**src/include/mem_defines.svh**
```systemverilog
/* Defaults for the unified memory, shared by the package and the testbench.
   MEM_DEPTH_WORDS must be a power of two because the store index wraps on its low bits. */
`ifndef MEM_DEFINES_SVH
`define MEM_DEFINES_SVH

// byte address width seen by the core
// addresses travel as 32-bit words, so keep this at 32 or below
`define MEM_ADDR_W 32

// store depth in 32-bit words
// 16384 words is 64 KB
`define MEM_DEPTH_WORDS 16384

`endif
```
**src/hw/mem_pkg.sv**
```systemverilog
/* Shared types and constants for the unified instruction and data memory.
   Byte lanes are little endian, lane 0 is bits 7:0. The stall LFSR is 8 bits wide. */
`include "mem_defines.svh"

package mem_pkg;

	// byte address split into word index and byte offset
	localparam int unsigned ADDR_W = `MEM_ADDR_W;
	localparam int unsigned OFFS_W = 2;
	localparam int unsigned IDX_W = ADDR_W - OFFS_W;
	localparam int unsigned LANES = 4;
	localparam int unsigned DEF_DEPTH_WORDS = `MEM_DEPTH_WORDS;

	// miss model constants
	localparam int unsigned STALL_LFSR_W = 8;
	// wait fires when this many low LFSR bits are all ones, about 1 in 8
	localparam int unsigned STALL_HIT_BITS = 3;
	// x^8 + x^6 + x^5 + x^4 + 1 in right-shift galois form, maximal length
	localparam logic [STALL_LFSR_W-1:0] STALL_TAP_MASK = 8'hB8;
	// nonzero and low three bits not all ones, so no wait right after reset
	localparam logic [STALL_LFSR_W-1:0] STALL_SEED_DEF = 8'h5A;

	typedef logic [31:0] word_t;
	typedef logic [7:0] byte_t;

	// write data seen as a whole word by the port
	// and as four lanes by the store
	typedef union packed {
		word_t word;
		byte_t [LANES-1:0] lanes;
	} byte_lanes_u;

	// fetch side request into the store
	typedef struct packed {
		logic go;
		logic [IDX_W-1:0] idx;
	} fetch_req_s;

	// load/store side request into the store
	// mask is zero unless we is set
	typedef struct packed {
		logic go;
		logic we;
		logic [LANES-1:0] mask;
		logic [IDX_W-1:0] idx;
		byte_lanes_u wdata;
	} ls_req_s;

endpackage

```
**src/hw/fetch_port.sv**
```systemverilog
/* Instruction side of the unified memory. A fetch completes when imem_req is high and
   imem_wait is low; the low two address bits are ignored. */
`timescale 1ns/1ps

module fetch_port #(
	parameter bit STALL_EN = 1'b1,
	parameter logic [mem_pkg::STALL_LFSR_W-1:0] STALL_SEED = mem_pkg::STALL_SEED_DEF
) (
	input logic Bus,
	input logic rst,
	input logic imem_req,
	input mem_pkg::word_t imem_addr,
	output logic imem_wait,
	output mem_pkg::fetch_req_s fetch_req,
	input mem_pkg::word_t fetch_word,
	output mem_pkg::word_t imem_instn
);
	import mem_pkg::*;

	logic fetch_go;

	// this port's own miss model
	stall_gen #(
		.STALL_EN(STALL_EN),
		.STALL_SEED(STALL_SEED)
	) u_stall (
		.Bus(Bus),
		.rst(rst),
		.stall(imem_wait)
	);

	// a fetch only goes to the store in its completing cycle
	// while stalled the core holds its address and we hold go low
	assign fetch_go = imem_req & ~imem_wait;

	always_comb begin
		fetch_req.go = fetch_go;
		// byte offset dropped, word index only
		fetch_req.idx = imem_addr[ADDR_W-1:OFFS_W];
	end

	// instruction is zero unless the fetch completes this cycle
	assign imem_instn = fetch_go ? fetch_word : '0;

endmodule

```
**src/hw/stall_gen.sv**
```systemverilog
/* Repeatable L1 miss model for one port: an 8-bit galois LFSR stepped every Bus edge.
   STALL_SEED must be nonzero with its low three bits not all ones. */
`timescale 1ns/1ps

module stall_gen #(
	parameter bit STALL_EN = 1'b1,
	parameter logic [mem_pkg::STALL_LFSR_W-1:0] STALL_SEED = mem_pkg::STALL_SEED_DEF
) (
	input logic Bus,
	input logic rst,
	output logic stall
);
	import mem_pkg::*;

	logic [STALL_LFSR_W-1:0] lfsr;
	logic [STALL_LFSR_W-1:0] lfsr_next;

	// one galois step, feedback taps applied when the shifted-out bit is set
	always_comb begin
		lfsr_next = lfsr >> 1;
		if (lfsr[0]) begin
			lfsr_next = lfsr_next ^ STALL_TAP_MASK;
		end
	end

	// stall is registered alongside the LFSR so it always matches the
	// current state's low bits, and it stays low through reset
	always_ff @(posedge Bus) begin
		if (rst) begin
			lfsr <= STALL_SEED;
			stall <= 1'b0;
		end else begin
			lfsr <= lfsr_next;
			// miss when the low bits of the new state are all ones
			stall <= STALL_EN && (&lfsr_next[STALL_HIT_BITS-1:0]);
		end
	end

endmodule

```
**config.mk**
```make
export PLATFORM = sky130hd
export DESIGN_NAME = fetch_port
export DESIGN_NICKNAME = d
export VERILOG_FILES = /design/src/hw/mem_pkg.sv /design/src/hw/fetch_port.sv /design/src/hw/stall_gen.sv
export VERILOG_INCLUDE_DIRS = /design/src /design/src/include
export SDC_FILE = /design/constraint.sdc
export NUM_CORES = 1
export LEC_CHECK = 0
export BUFFER_PORTS_ARGS = -buffer_cell sky130_fd_sc_hd__buf_2
export CORE_ASPECT_RATIO = 1.1
export CORE_MARGIN = 5
export CORE_UTILIZATION = 29
export DETAILED_ROUTE_END_ITERATION = 8
export HOLD_SLACK_MARGIN = 0.1
export PLACE_DENSITY = 0.78
export SKIP_CTS_REPAIR_TIMING = 1
export SYNTH_ARGS = -nofsm -noshare
export SYNTH_HDL_FRONTEND = slang
export SYNTH_HIERARCHICAL = 1
export SYNTH_SLANG_ARGS = --single-unit
```
**constraint.sdc**
```tcl
create_clock -name Bus -period 1 [get_ports Bus]
set_input_delay 0.05 -clock Bus [delete_from_list [all_inputs] [get_ports Bus]]
set_output_delay 0.05 -clock Bus [all_outputs]
set_load 0.005 [all_outputs]
```
==> run summary <==
yosys warns - 6
Gate Count Post-Synth - 91
initial antenna violation count - 0
DR pass1 iterations - 2
Placer Congestion - 0.619
final-stage net count - 197
Inserted Diodes - 0
Clock transition at path regs - 0.06 ns
ys flop type - dfxtp_1
sequential area share after synthesis - 0.216
Num CTS Buffers - 3
row cnt - 20
number of top-level pins - 131
flops & latches, synth - 9
leakage - 0.638 nW
I/O Buffers - 68
average wire per cell in the routed design - 12.7 µm
detailed-route via count - 714
EDFF count, synth - 0
asr flop ratio synth - 0
syn_area_per_cell - 9.17 µm²
Setup CP Type - flip-flop to output pin
CP Launch Type - flip-flop
chip width - 61.2 µm
layout cells sized above 1 - 0.736
post-route insts no fill - 162
status - complete, but fails checks
H-tree depth - 1
max_cap viols - 0
root buf cell - clkbuf_4
Area Overhead vs Synth - 30.4%
Slew HR - 0.742
Period Utilization, post-route - 1.15
final WL - 2060 µm
Slew @ Worst Pin - 0.387 ns
Initial Util - 0.300
Top Layer Used - met4
share of the synthesized area in the top cell type - 0.279
largest area contributor in the netlist - buf_4
GRT Residual Overflow - 0
most frequent cell after synthesis - buf_4
Met3 Wirelength - 523 µm
CTS tree - done
Peak VDD IR - 0.695 mV
pwr/cell area - 957 nW/µm²
skew final - 0.00162 ns
antenna violation net count after detailed routing - 0
vias in the first global route - 583
Final Hold Vio Count - 0
Post-Layout Inst Area - 1090 µm²
RSZ-0062 raised after global routing - true
crit path time final - 1.15 ns
Clk Latency, worst-skew pair - 0.25 ns
nature of the critical path endpoint - output pin
Peak Freq - 0.873 GHz
Vias/cell - 4.41
first-pass GRT wire length - 2580 µm
initial drt markers - 48
synthesized area - 835 µm²
number of setup violations in the final report - 33
met2 wire len - 794 µm
failing checks - negative setup slack
met1 WL - 712 µm
clk sink count - 9
CP arrival - 1.10 ns
die height - 66.3 µm
Synth area leaders - buf_4 28%, and3b_2 22%, dfxtp_1 22%, and3b_1 15%, buf_2 3.6%
Yosys cell types - 12
drt drc - 0
Post-synth top cells - 31 x buf_4, 18 x and3b_2, 14 x and3b_1
HP Class - input port to output pin
Inst Count DP - 156
Final Slew Violations - 0
Critical Path RT - 0.95 ns
pin count of the biggest net entering global routing - 35
setup ws final - -0.146 ns
Tot GR Track Use - 0.0838
worst-path fanout max - 17
Clock Tree Buf Depth - 2
placed cell areas - 973 µm²
Die Footprint - 4050 µm²
core area - 2780 µm²
Synth Net Count - 158
-- metal layers --
metal  up-vias  global-route usage
met3         4              0.0508
met5         -                   0
met4         0              0.0515
met2        80               0.124
met1       283              0.0879
li1        347                   -
-- logic make-up after synthesis --
| group | share of synthesized area |
|---|---|
| simple gates | 0.438 |
| buf+inv | 0.315 |
| flops | 0.216 |
| xor+xnor | 0.0315 |
-- critical path: stages (launching register included) --
cell and delay [ns]:
dfxtp_4 0.36, clkbuf_16 0.16, and3b_1 0.21, buf_2 0.11
-- registers in the layout (all words and copies together) (netlist names) --
signal / count
u_stall/stall: 1
u_stall/lfsr: 8
-- where the power goes --
part,total (W),internal (W),switching [W]
logic,0.000362,0.000239,0.000123
registers,0.000408,0.000391,0.0000175
clock network,0.000272,0.000153,0.000119
total,0.00104,0.000783,0.000259
-- layout make-up --
| type | instances | area, µm² |
|---|---|---|
| clock buffer | 4 | 26.3 |
| multi-input combinational | 45 | 392 |
| sequential | 9 | 184 |
| timing repair buffer | 71 | 445 |
| tap | 33 | 41.3 |
| fill | 272 | 1690 |
-- through the flow --
step                setup TNS [ns]  total power [W]  setup WS [ns]  hold WS (ns)  utilization
floorplan                        0         0.000677          0.201         0.120            -
global placement                 0         0.000734          0.121         0.100        0.350
detailed placement               0         0.000738          0.113         0.100        0.350
CTS                          -4.89          0.00102         -0.170        0.0343        0.360
global route                 -5.83          0.00112         -0.200         0.100        0.392
finish                       -4.01          0.00104         -0.146         0.100        0.392
-- worst paths after layout --
check,slack (ns),from,endpoint,cells past startpoint
worst min register to register,0.41,u_stall/lfsr[7],u_stall/lfsr[6],1
worst max register to register,0.29,u_stall/lfsr[3],u_stall/stall,2
worst max-delay path,-0.15,u_stall/stall,imem_instn[20],3
worst min-delay path,0.10,imem_addr[21],fetch_req[19],0
-- cell usage in the layout, fill, tap and decap left out --
master         synthesis  final
nor2b_2                1      1
dfxtp_1                9      8
buf_12                 0      1
buf_6                  0      8
xnor2_1                3      3
and3b_2               18     18
nand2b_1               2      2
nor2_1                 1      1
clkbuf_16              0      1
and3_1                 1      1
dfxtp_4                0      1
or2_2                  2      2
clkbuf_1               0      1
buf_2                  6     60
clkbuf_4               0      3
nor2b_1                3      3
dlygate4sd3_1          0      1
and3b_1               14     14
No activity file was read; power rests on OpenSTA's default activity.
