File: config.mk
export PLATFORM = sky130hd
export DESIGN_NAME = load_store_port
export DESIGN_NICKNAME = d
export VERILOG_FILES = /design/src/hw/mem_pkg.sv /design/src/hw/load_store_port.sv /design/src/hw/stall_gen.sv
export VERILOG_INCLUDE_DIRS = /design/src /design/src/include
export SDC_FILE = /design/constraint.sdc
export NUM_CORES = 1
export LEC_CHECK = 0
export BUFFER_PORTS_ARGS = -buffer_cell sky130_fd_sc_hd__buf_2
export CAP_MARGIN = 20
export CELL_PAD_IN_SITES_DETAIL_PLACEMENT = 0
export CELL_PAD_IN_SITES_GLOBAL_PLACEMENT = 1
export CORE_MARGIN = 2
export CORE_UTILIZATION = 15
export DETAILED_ROUTE_END_ITERATION = 8
export PLACE_DENSITY_LB_ADDON = 0.1
export SLEW_MARGIN = 5
export SYNTH_ARGS = -nofsm -noshare
export SYNTH_HDL_FRONTEND = slang
export SYNTH_HIERARCHICAL = 1
export SYNTH_SLANG_ARGS = --single-unit
File: constraint.sdc
create_clock -name Bus -period 1 [get_ports Bus]
set_input_delay 0.2 -clock Bus [delete_from_list [all_inputs] [get_ports Bus]]
set_output_delay 0.2 -clock Bus [all_outputs]
set_load 0.02 [all_outputs]
File: src/include/mem_defines.svh
/* Defaults for the unified memory, shared by the package and the testbench.
   MEM_DEPTH_WORDS must be a power of two because the store index wraps on its low bits. */
`ifndef MEM_DEFINES_SVH
`define MEM_DEFINES_SVH

// byte address width seen by the core
// addresses travel as 32-bit words, so keep this at 32 or below
`define MEM_ADDR_W 32

// store depth in 32-bit words
// 16384 words is 64 KB
`define MEM_DEPTH_WORDS 16384

`endif
File: src/hw/mem_pkg.sv
/* Shared types and constants for the unified instruction and data memory.
   Byte lanes are little endian, lane 0 is bits 7:0. The stall LFSR is 8 bits wide. */
`include "mem_defines.svh"

package mem_pkg;

	// byte address split into word index and byte offset
	localparam int unsigned ADDR_W = `MEM_ADDR_W;
	localparam int unsigned OFFS_W = 2;
	localparam int unsigned IDX_W = ADDR_W - OFFS_W;
	localparam int unsigned LANES = 4;
	localparam int unsigned DEF_DEPTH_WORDS = `MEM_DEPTH_WORDS;

	// miss model constants
	localparam int unsigned STALL_LFSR_W = 8;
	// wait fires when this many low LFSR bits are all ones, about 1 in 8
	localparam int unsigned STALL_HIT_BITS = 3;
	// x^8 + x^6 + x^5 + x^4 + 1 in right-shift galois form, maximal length
	localparam logic [STALL_LFSR_W-1:0] STALL_TAP_MASK = 8'hB8;
	// nonzero and low three bits not all ones, so no wait right after reset
	localparam logic [STALL_LFSR_W-1:0] STALL_SEED_DEF = 8'h5A;

	typedef logic [31:0] word_t;
	typedef logic [7:0] byte_t;

	// write data seen as a whole word by the port
	// and as four lanes by the store
	typedef union packed {
		word_t word;
		byte_t [LANES-1:0] lanes;
	} byte_lanes_u;

	// fetch side request into the store
	typedef struct packed {
		logic go;
		logic [IDX_W-1:0] idx;
	} fetch_req_s;

	// load/store side request into the store
	// mask is zero unless we is set
	typedef struct packed {
		logic go;
		logic we;
		logic [LANES-1:0] mask;
		logic [IDX_W-1:0] idx;
		byte_lanes_u wdata;
	} ls_req_s;

endpackage

File: src/hw/load_store_port.sv
/* Data side of the unified memory. Loads return the aligned word, stores write under
   dmem_mask at the edge ending the completing cycle; a store returns zero read data. */
`timescale 1ns/1ps

module load_store_port #(
	parameter bit STALL_EN = 1'b1,
	parameter logic [mem_pkg::STALL_LFSR_W-1:0] STALL_SEED = mem_pkg::STALL_SEED_DEF
) (
	input logic Bus,
	input logic rst,
	input logic dmem_req,
	input logic dmem_we,
	input mem_pkg::word_t dmem_addr,
	input mem_pkg::word_t dmem_wd,
	input logic [3:0] dmem_mask,
	output logic dmem_wait,
	output mem_pkg::ls_req_s ls_req,
	input mem_pkg::word_t ls_word,
	output mem_pkg::word_t dmem_rd
);
	import mem_pkg::*;

	logic ls_go;
	logic ls_load;
	byte_lanes_u wr_lanes;

	// separate LFSR from the fetch side, different seed
	stall_gen #(
		.STALL_EN(STALL_EN),
		.STALL_SEED(STALL_SEED)
	) u_stall (
		.Bus(Bus),
		.rst(rst),
		.stall(dmem_wait)
	);

	// the only place the stall is applied
	// the array acts on go without looking at wait
	assign ls_go = dmem_req & ~dmem_wait;

	// completing read, the store's word is returned only here
	assign ls_load = ls_go & ~dmem_we;

	// write data goes in as a whole word
	// the array takes it apart lane by lane
	assign wr_lanes.word = dmem_wd;

	always_comb begin
		ls_req.go = ls_go;
		ls_req.we = dmem_we;
		// loads carry no mask so no lane can be enabled on a read
		ls_req.mask = dmem_we ? dmem_mask : '0;
		// low two bits ignored, misaligned accesses hit the aligned word
		ls_req.idx = dmem_addr[ADDR_W-1:OFFS_W];
		ls_req.wdata = wr_lanes;
	end

	// zero when idle, stalled or writing
	assign dmem_rd = ls_load ? ls_word : '0;

endmodule

File: src/hw/stall_gen.sv
/* Repeatable L1 miss model for one port: an 8-bit galois LFSR stepped every Bus edge.
   STALL_SEED must be nonzero with its low three bits not all ones. */
`timescale 1ns/1ps

module stall_gen #(
	parameter bit STALL_EN = 1'b1,
	parameter logic [mem_pkg::STALL_LFSR_W-1:0] STALL_SEED = mem_pkg::STALL_SEED_DEF
) (
	input logic Bus,
	input logic rst,
	output logic stall
);
	import mem_pkg::*;

	logic [STALL_LFSR_W-1:0] lfsr;
	logic [STALL_LFSR_W-1:0] lfsr_next;

	// one galois step, feedback taps applied when the shifted-out bit is set
	always_comb begin
		lfsr_next = lfsr >> 1;
		if (lfsr[0]) begin
			lfsr_next = lfsr_next ^ STALL_TAP_MASK;
		end
	end

	// stall is registered alongside the LFSR so it always matches the
	// current state's low bits, and it stays low through reset
	always_ff @(posedge Bus) begin
		if (rst) begin
			lfsr <= STALL_SEED;
			stall <= 1'b0;
		end else begin
			lfsr <= lfsr_next;
			// miss when the low bits of the new state are all ones
			stall <= STALL_EN && (&lfsr_next[STALL_HIT_BITS-1:0]);
		end
	end

endmodule

==> impl_metrics.env, run 1 <==
export IMPL_status="complete, but fails checks"
export IMPL_violations="negative setup slack"
export IMPL_grt_pass1_wl_mm=5.06
export IMPL_io_buffers=78
export IMPL_synth_cell_types=14
export IMPL_cellPowerDensity_nw_per_um2=869
export IMPL_vias=953
export IMPL_clockBufferDepth=2
export IMPL_antenna_left=0
export IMPL_leakage_nw=0.701
export IMPL_routedWlPerCell_um=13.2
export IMPL_nNetsFinal=254
export IMPL_hp_start="rst"
export IMPL_ys_top_cells_by_area="buf_4 (40%), and4bb_2 (33%), dfxtp_1 (15%)"
export IMPL_cts_inserted_buffers=3
export IMPL_relSlewSlack_pct=87.5
export IMPL_startpoint="u_stall/stall$_SDFF_PP0_"
export IMPL_first_pass_iters=2
export IMPL_ios=205
export IMPL_synth_area_sq_um=1210
export IMPL_hold_slack_ps=242
export IMPL_irDropWorstVdd_uv=717
export IMPL_worstSetupStartpointType="register"
export IMPL_regToRegStartpoint="u_stall/lfsr[0]$_SDFF_PP0_"
export IMPL_drtIter0Drc=43
export IMPL_via_per_inst=3.80
export IMPL_fin_crit_sh_pct=134
export IMPL_clock_fmax_mhz=746
export IMPL_clock_sinks=9
export IMPL_start_util_pct=15.6
export IMPL_grt_pass1_vias=1010
export IMPL_critical_path_class="reg2out"
export IMPL_syn_avg_cell_area_sq_um=9.26
export IMPL_area_delta_synth_final_pct=28.8
export IMPL_clk_transition_reported_paths_ps=40
export IMPL_hold_path_class="in2reg"
export IMPL_cts_tree="yes"
export IMPL_finClkSkew_ps=1.40
export IMPL_timing_hold_violations_final=0
export IMPL_drv_cap=0
export IMPL_antenna_found_initial=0
export IMPL_worstPathArrival_ps=1140
export IMPL_clk_latency_ps=220
export IMPL_htree_levels=1
export IMPL_netlist_area_leader_share_pct=39.6
export IMPL_drive_gt1_share_pct=84.6
export IMPL_fin_ws_ps=-340
export IMPL_post_place_cells=244
export IMPL_required_ps=800
export IMPL_pre_cts_ws_ps=-144
export IMPL_wirelength_mm=3.31
export IMPL_coreArea_sq_um=7770
export IMPL_gp_congestion=0.613
export IMPL_synth_seq_cells=9
export IMPL_track_usage_pct=6.98
export IMPL_gr_total_overflow=0
export IMPL_period_minus_slack_ps=1340
export IMPL_final_max_slew_violation_count=0
export IMPL_drc=0
export IMPL_setup_viol=34
export IMPL_antenna_cells=0
export IMPL_grt_max_degree=28
export IMPL_crit_path_max_fanout=17
export IMPL_fp_row_count=32
export IMPL_synth_top_area_cell="buf_4"
export IMPL_tightest_slew_ps=188
export IMPL_seq_area_frac_synth_pct=14.8
export IMPL_stdcell_count=251
export IMPL_synthCells=131
export IMPL_fin_util_pct=20.1
export IMPL_hpwl_mm=2.46
export IMPL_die_area_sq_um=8830
export IMPL_end_kind="output port"
export IMPL_die_w_um=94.0
export IMPL_dieHeight_um=94.0
export IMPL_rsz0062_at_grt="true"
export IMPL_ys_warn_count=6
export IMPL_syn_nets=235
export IMPL_root_buffer="clkbuf_8"
export IMPL_rrSetupSlack_ps=280
==> metrics by stage <==
step / cell area (sq um) / setup TNS, ps / power, mW
after floorplan: 1230 / -1830 / 1.05
after global placement: 1270 / -3820 / 0.863
after detailed placement: 1270 / -4410 / 0.864
after CTS: 1560 / -11160 / 1.39
after global routing: 1560 / -12030 / 1.45
final: 1560 / -10740 / 1.36
==> worst max-delay path: stages (launching register included) <==
cell	delay, ps
dfxtp_4	350
buf_12	140
and4bb_2	300
buf_6	120
==> per-layer routing <==
layer / part of all wire, % / global-route usage [%] / vias up / routed length [um]
met4: 2.8 / 3.26 / 0 / 93
met3: 14 / 3.29 / 26 / 474
met1: 38 / 7.26 / 421 / 1240
li1: - / - / 423 / -
met5: 0 / 0 / - / 0
met2: 45 / 11.8 / 83 / 1500
==> synthesized netlist by cell type (all sizes together) <==
cell type and number:
and3 1, nand2b 2, and2b 1, and2 4, nor2 1, dfxtp 9
clkbuf 9, or2 2, buf 64, xnor2 3, nor2b 3, and4bb 32
==> power breakdown <==
group	internal [mW]	leakage [nW]	switching [mW]	total, mW
clock	0.276	0.0228	0.124	0.400
combinational	0.310	0.603	0.237	0.547
sequential	0.392	0.0759	0.0175	0.410
total	0.979	0.701	0.379	1.36
==> layout by cell type (no fill, tap or decap) <==
cell and instances:
buf_12 2, or2_2 2, nor2b_1 2, nor2b_2 1
and3_1 1, dfxtp_4 1, buf_2 46, nand2b_1 2
buf_4 5, dfxtp_1 8, clkbuf_1 1, and4bb_2 32
nor2_1 1, xnor2_1 3, and2_1 4, and2b_1 1
buf_6 34, clkbuf_8 3
==> registers in the layout, indices dropped and copies added (netlist names) <==
| register | count |
|---|---|
| u_stall/lfsr | 8 |
| u_stall/stall | 1 |
==> area by class of cell <==
class                           instances  area (sq um)
Multi-Input combinational cell         49           515
Tap cell                              102           128
Sequential cell                         9           184
Clock buffer                            4          45.0
Timing Repair Buffer                   87           691
Fill cell                             876          6200
==> path summary, 6_finish.rpt <==
check | to | cells past startpoint
max | dmem_rd[6] | 3
min | u_stall/lfsr[5]$_SDFF_PP0_ | 2
max reg2reg | u_stall/lfsr[4]$_SDFF_PP1_ | 2
min reg2reg | u_stall/lfsr[6]$_SDFF_PP1_ | 1
==> repair_timing <==
item / in CTS / in global routing
hold buffers: 0 / 0
setup endpoints to repair: 34 / 37
pin swaps: 3 / 8
cloned: 0 / 0
setup buffers: 3 / 0
gates resized for setup: 68 / 0
==> logic make-up (layout without fill, tap and decap cells) <==
logic type | Yosys count | after routing | share of synthesized area [%]
buffers and inverters | 73 | 91 | 42.7
AND/OR/NAND/NOR | 46 | 46 | 40.3
flip-flops | 9 | 9 | 14.8
XOR/XNOR | 3 | 3 | 2.17
(Power assumes the default switching activity.)
==> run 2: changes to the inputs <==
--- a/config.mk
+++ b/config.mk
@@ -10,7 +10,6 @@
 export CAP_MARGIN = 20
 export CELL_PAD_IN_SITES_DETAIL_PLACEMENT = 0
 export CELL_PAD_IN_SITES_GLOBAL_PLACEMENT = 1
-export CORE_MARGIN = 2
 export CORE_UTILIZATION = 15
 export DETAILED_ROUTE_END_ITERATION = 8
 export PLACE_DENSITY_LB_ADDON = 0.1
==> run 2 against run 1 <==
The run still ends with negative setup slack left. Setup slack got worse by 10 ps. Combinational power increased by 4.4%. Non-clock buffer count unchanged. Clock skew increased by 0.60 ps. Via count increased by 0.52%. Fmax decreased by 0.76%. First-iteration DRC count decreased by 56%. Die area decreased by 4.2%. Hold slack got worse by 3.2 ps. Cell area increased by 2.9%. Wire length increased by 5.7%. Count of clock-buffer cells in the layout unchanged.
==> impl_metrics.env, run 2 (synthesis gave the netlist of run 1 again) <==
export IMPL_slowest_delay_ps=360
export IMPL_critical_path_class="reg2out"
export IMPL_layout_commonest_cell="buf_2"
export IMPL_irDropWorstVdd_uv=967
export IMPL_grt_pass1_vias=908
export IMPL_fin_util_pct=20.7
export IMPL_grt_pass1_wl_mm=4.85
export IMPL_reg2reg_depth=2
export IMPL_path_cells="buf_12, and4bb_2, buf_6"
export IMPL_fillerInstances=844
export IMPL_violations="negative setup slack"
export IMPL_cp_num_cells=3
export IMPL_timing_hold_violations_final=0
export IMPL_antenna_left=0
export IMPL_fin_crit_sh_pct=135
export IMPL_end_kind="output port"
export IMPL_grt_max_degree=38
export IMPL_cts_inserted_buffers=3
export IMPL_cellPowerDensity_nw_per_um2=862
export IMPL_die_area_sq_um=8450
export IMPL_root_buffer="clkbuf_8"
export IMPL_most_common_layout_cells="buf_2 (43), buf_6 (36), and4bb_2 (32), dfxtp_1 (8), and2_1 (4)"
export IMPL_worstSetupStartpointType="register"
export IMPL_cts_tree="yes"
export IMPL_top_register="u_stall/lfsr"
export IMPL_drv_cap=0
export IMPL_stdcell_count=251
export IMPL_clock_fmax_mhz=740
export IMPL_post_place_cells=242
export IMPL_hold_path_class="in2reg"
export IMPL_status="complete, but fails checks"
export IMPL_drive_gt1_share_pct=84.6
export IMPL_clockBufferDepth=2
export IMPL_path_buf_inv=2
export IMPL_clock_sinks=9
export IMPL_via_per_inst=3.82
export IMPL_dieHeight_um=92.0
export IMPL_drtIter0Drc=19
export IMPL_wirelength_mm=3.50
export IMPL_p_total_mw=1.39
export IMPL_final_max_slew_violation_count=0
export IMPL_gr_total_overflow=0
export IMPL_antenna_found_initial=0
export IMPL_nNetsFinal=254
export IMPL_vias=958
export IMPL_clk_latency_ps=230
export IMPL_fin_ws_ps=-351
export IMPL_tightest_slew_ps=203
export IMPL_die_w_um=92.0
export IMPL_largestRegisters="u_stall/lfsr (8), u_stall/stall (1)"
export IMPL_worstHoldPathCells=2
export IMPL_worstPathArrival_ps=1150
export IMPL_largest_register_ffs=8
export IMPL_relSlewSlack_pct=86.4
export IMPL_crit_path_top_delay_cell="dfxtp_4"
export IMPL_rsz0062_at_grt="true"
export IMPL_pre_cts_ws_ps=-142
export IMPL_worst_path_dominant_cell_family="flip-flops"
export IMPL_htree_levels=1
export IMPL_hpwl_mm=2.36
export IMPL_first_pass_iters=3
export IMPL_crit_path_max_fanout=17
export IMPL_track_usage_pct=7.21
export IMPL_area_delta_synth_final_pct=32.5
export IMPL_antenna_cells=0
export IMPL_cts_hold_buf=0
export IMPL_required_ps=800
export IMPL_clk_transition_reported_paths_ps=40
export IMPL_drc=0
export IMPL_routedWlPerCell_um=13.9
export IMPL_ios=205
export IMPL_gp_congestion=0.639
export IMPL_io_buffers=78
export IMPL_hold_slack_ps=239
export IMPL_finClkSkew_ps=2.00
export IMPL_period_minus_slack_ps=1350
export IMPL_start_util_pct=15.6
export IMPL_coreArea_sq_um=7770
export IMPL_fp_row_count=32
export IMPL_setup_viol=34
export IMPL_leakage_nw=0.716
run 2: changes by cell type in the layout (fill, tap and decap cells not counted):
cell / change
buf_2: -3
clkbuf_4: +1
clkbuf_16: +1
buf_4: -2
buf_6: +2
buf_12: +1
run 2: path summary, 6_finish.rpt:
kind / endpoint / startpoint / slack [ps]
max: dmem_rd[30] / u_stall/stall$_SDFF_PP0_ / -350
min: u_stall/lfsr[5]$_SDFF_PP0_ / rst / 240
max reg2reg: u_stall/lfsr[4]$_SDFF_PP1_ / u_stall/lfsr[0]$_SDFF_PP0_ / 260
min reg2reg: u_stall/lfsr[6]$_SDFF_PP1_ / u_stall/lfsr[7]$_SDFF_PP0_ / 410
run 2: routing by layer:
| layer | track usage (%) | up-vias | part of all wire [%] |
|---|---|---|---|
| met2 | 12.3 | 75 | 47 |
| met4 | 2.86 | 0 | 3.8 |
| met3 | 3.07 | 33 | 11 |
| met5 | 0 | - | 0 |
| met1 | 7.83 | 428 | 38 |
| li1 | - | 422 | - |
run 2: worst reg2reg max path, delay by kind of cell (launching register included):
family                    cells  cell delay (ps)
and+or+nand+nor               1               70
xor gates and xnor gates      1              140
DFF                           1              420
run 2: power by group:
group	switching, mW	total (mW)	leakage (nW)	internal [mW]
clock	0.127	0.404	0.0228	0.276
combinational	0.243	0.571	0.618	0.328
sequential	0.0182	0.411	0.0759	0.393
run 2: metrics by stage:
stage	setup TNS, ps	instance area (sq um)
2_1_floorplan	-1830	1230
3_3_place_gp	-3920	1270
3_5_place_dp	-4150	1270
4_1_cts	-11240	1570
5_1_grt	-12120	1610
6_report	-10820	1610
run 2: cell type report:
type | count | area (sq um) | share of cell area, %
Multi-Input combinational cell | 49 | 515 | 32.1
Clock buffer | 4 | 45.0 | 2.80
Timing Repair Buffer | 87 | 736 | 45.8
Tap cell | 102 | 128 | 7.94
Sequential cell | 9 | 184 | 11.4
run 2: what timing repair did:
item                                    CTS  global route
gates resized for setup                  70             2
pin swaps                                 7             9
buffers inserted                          3             0
endpoints found under the setup margin   34            36
gates cloned                              0             2
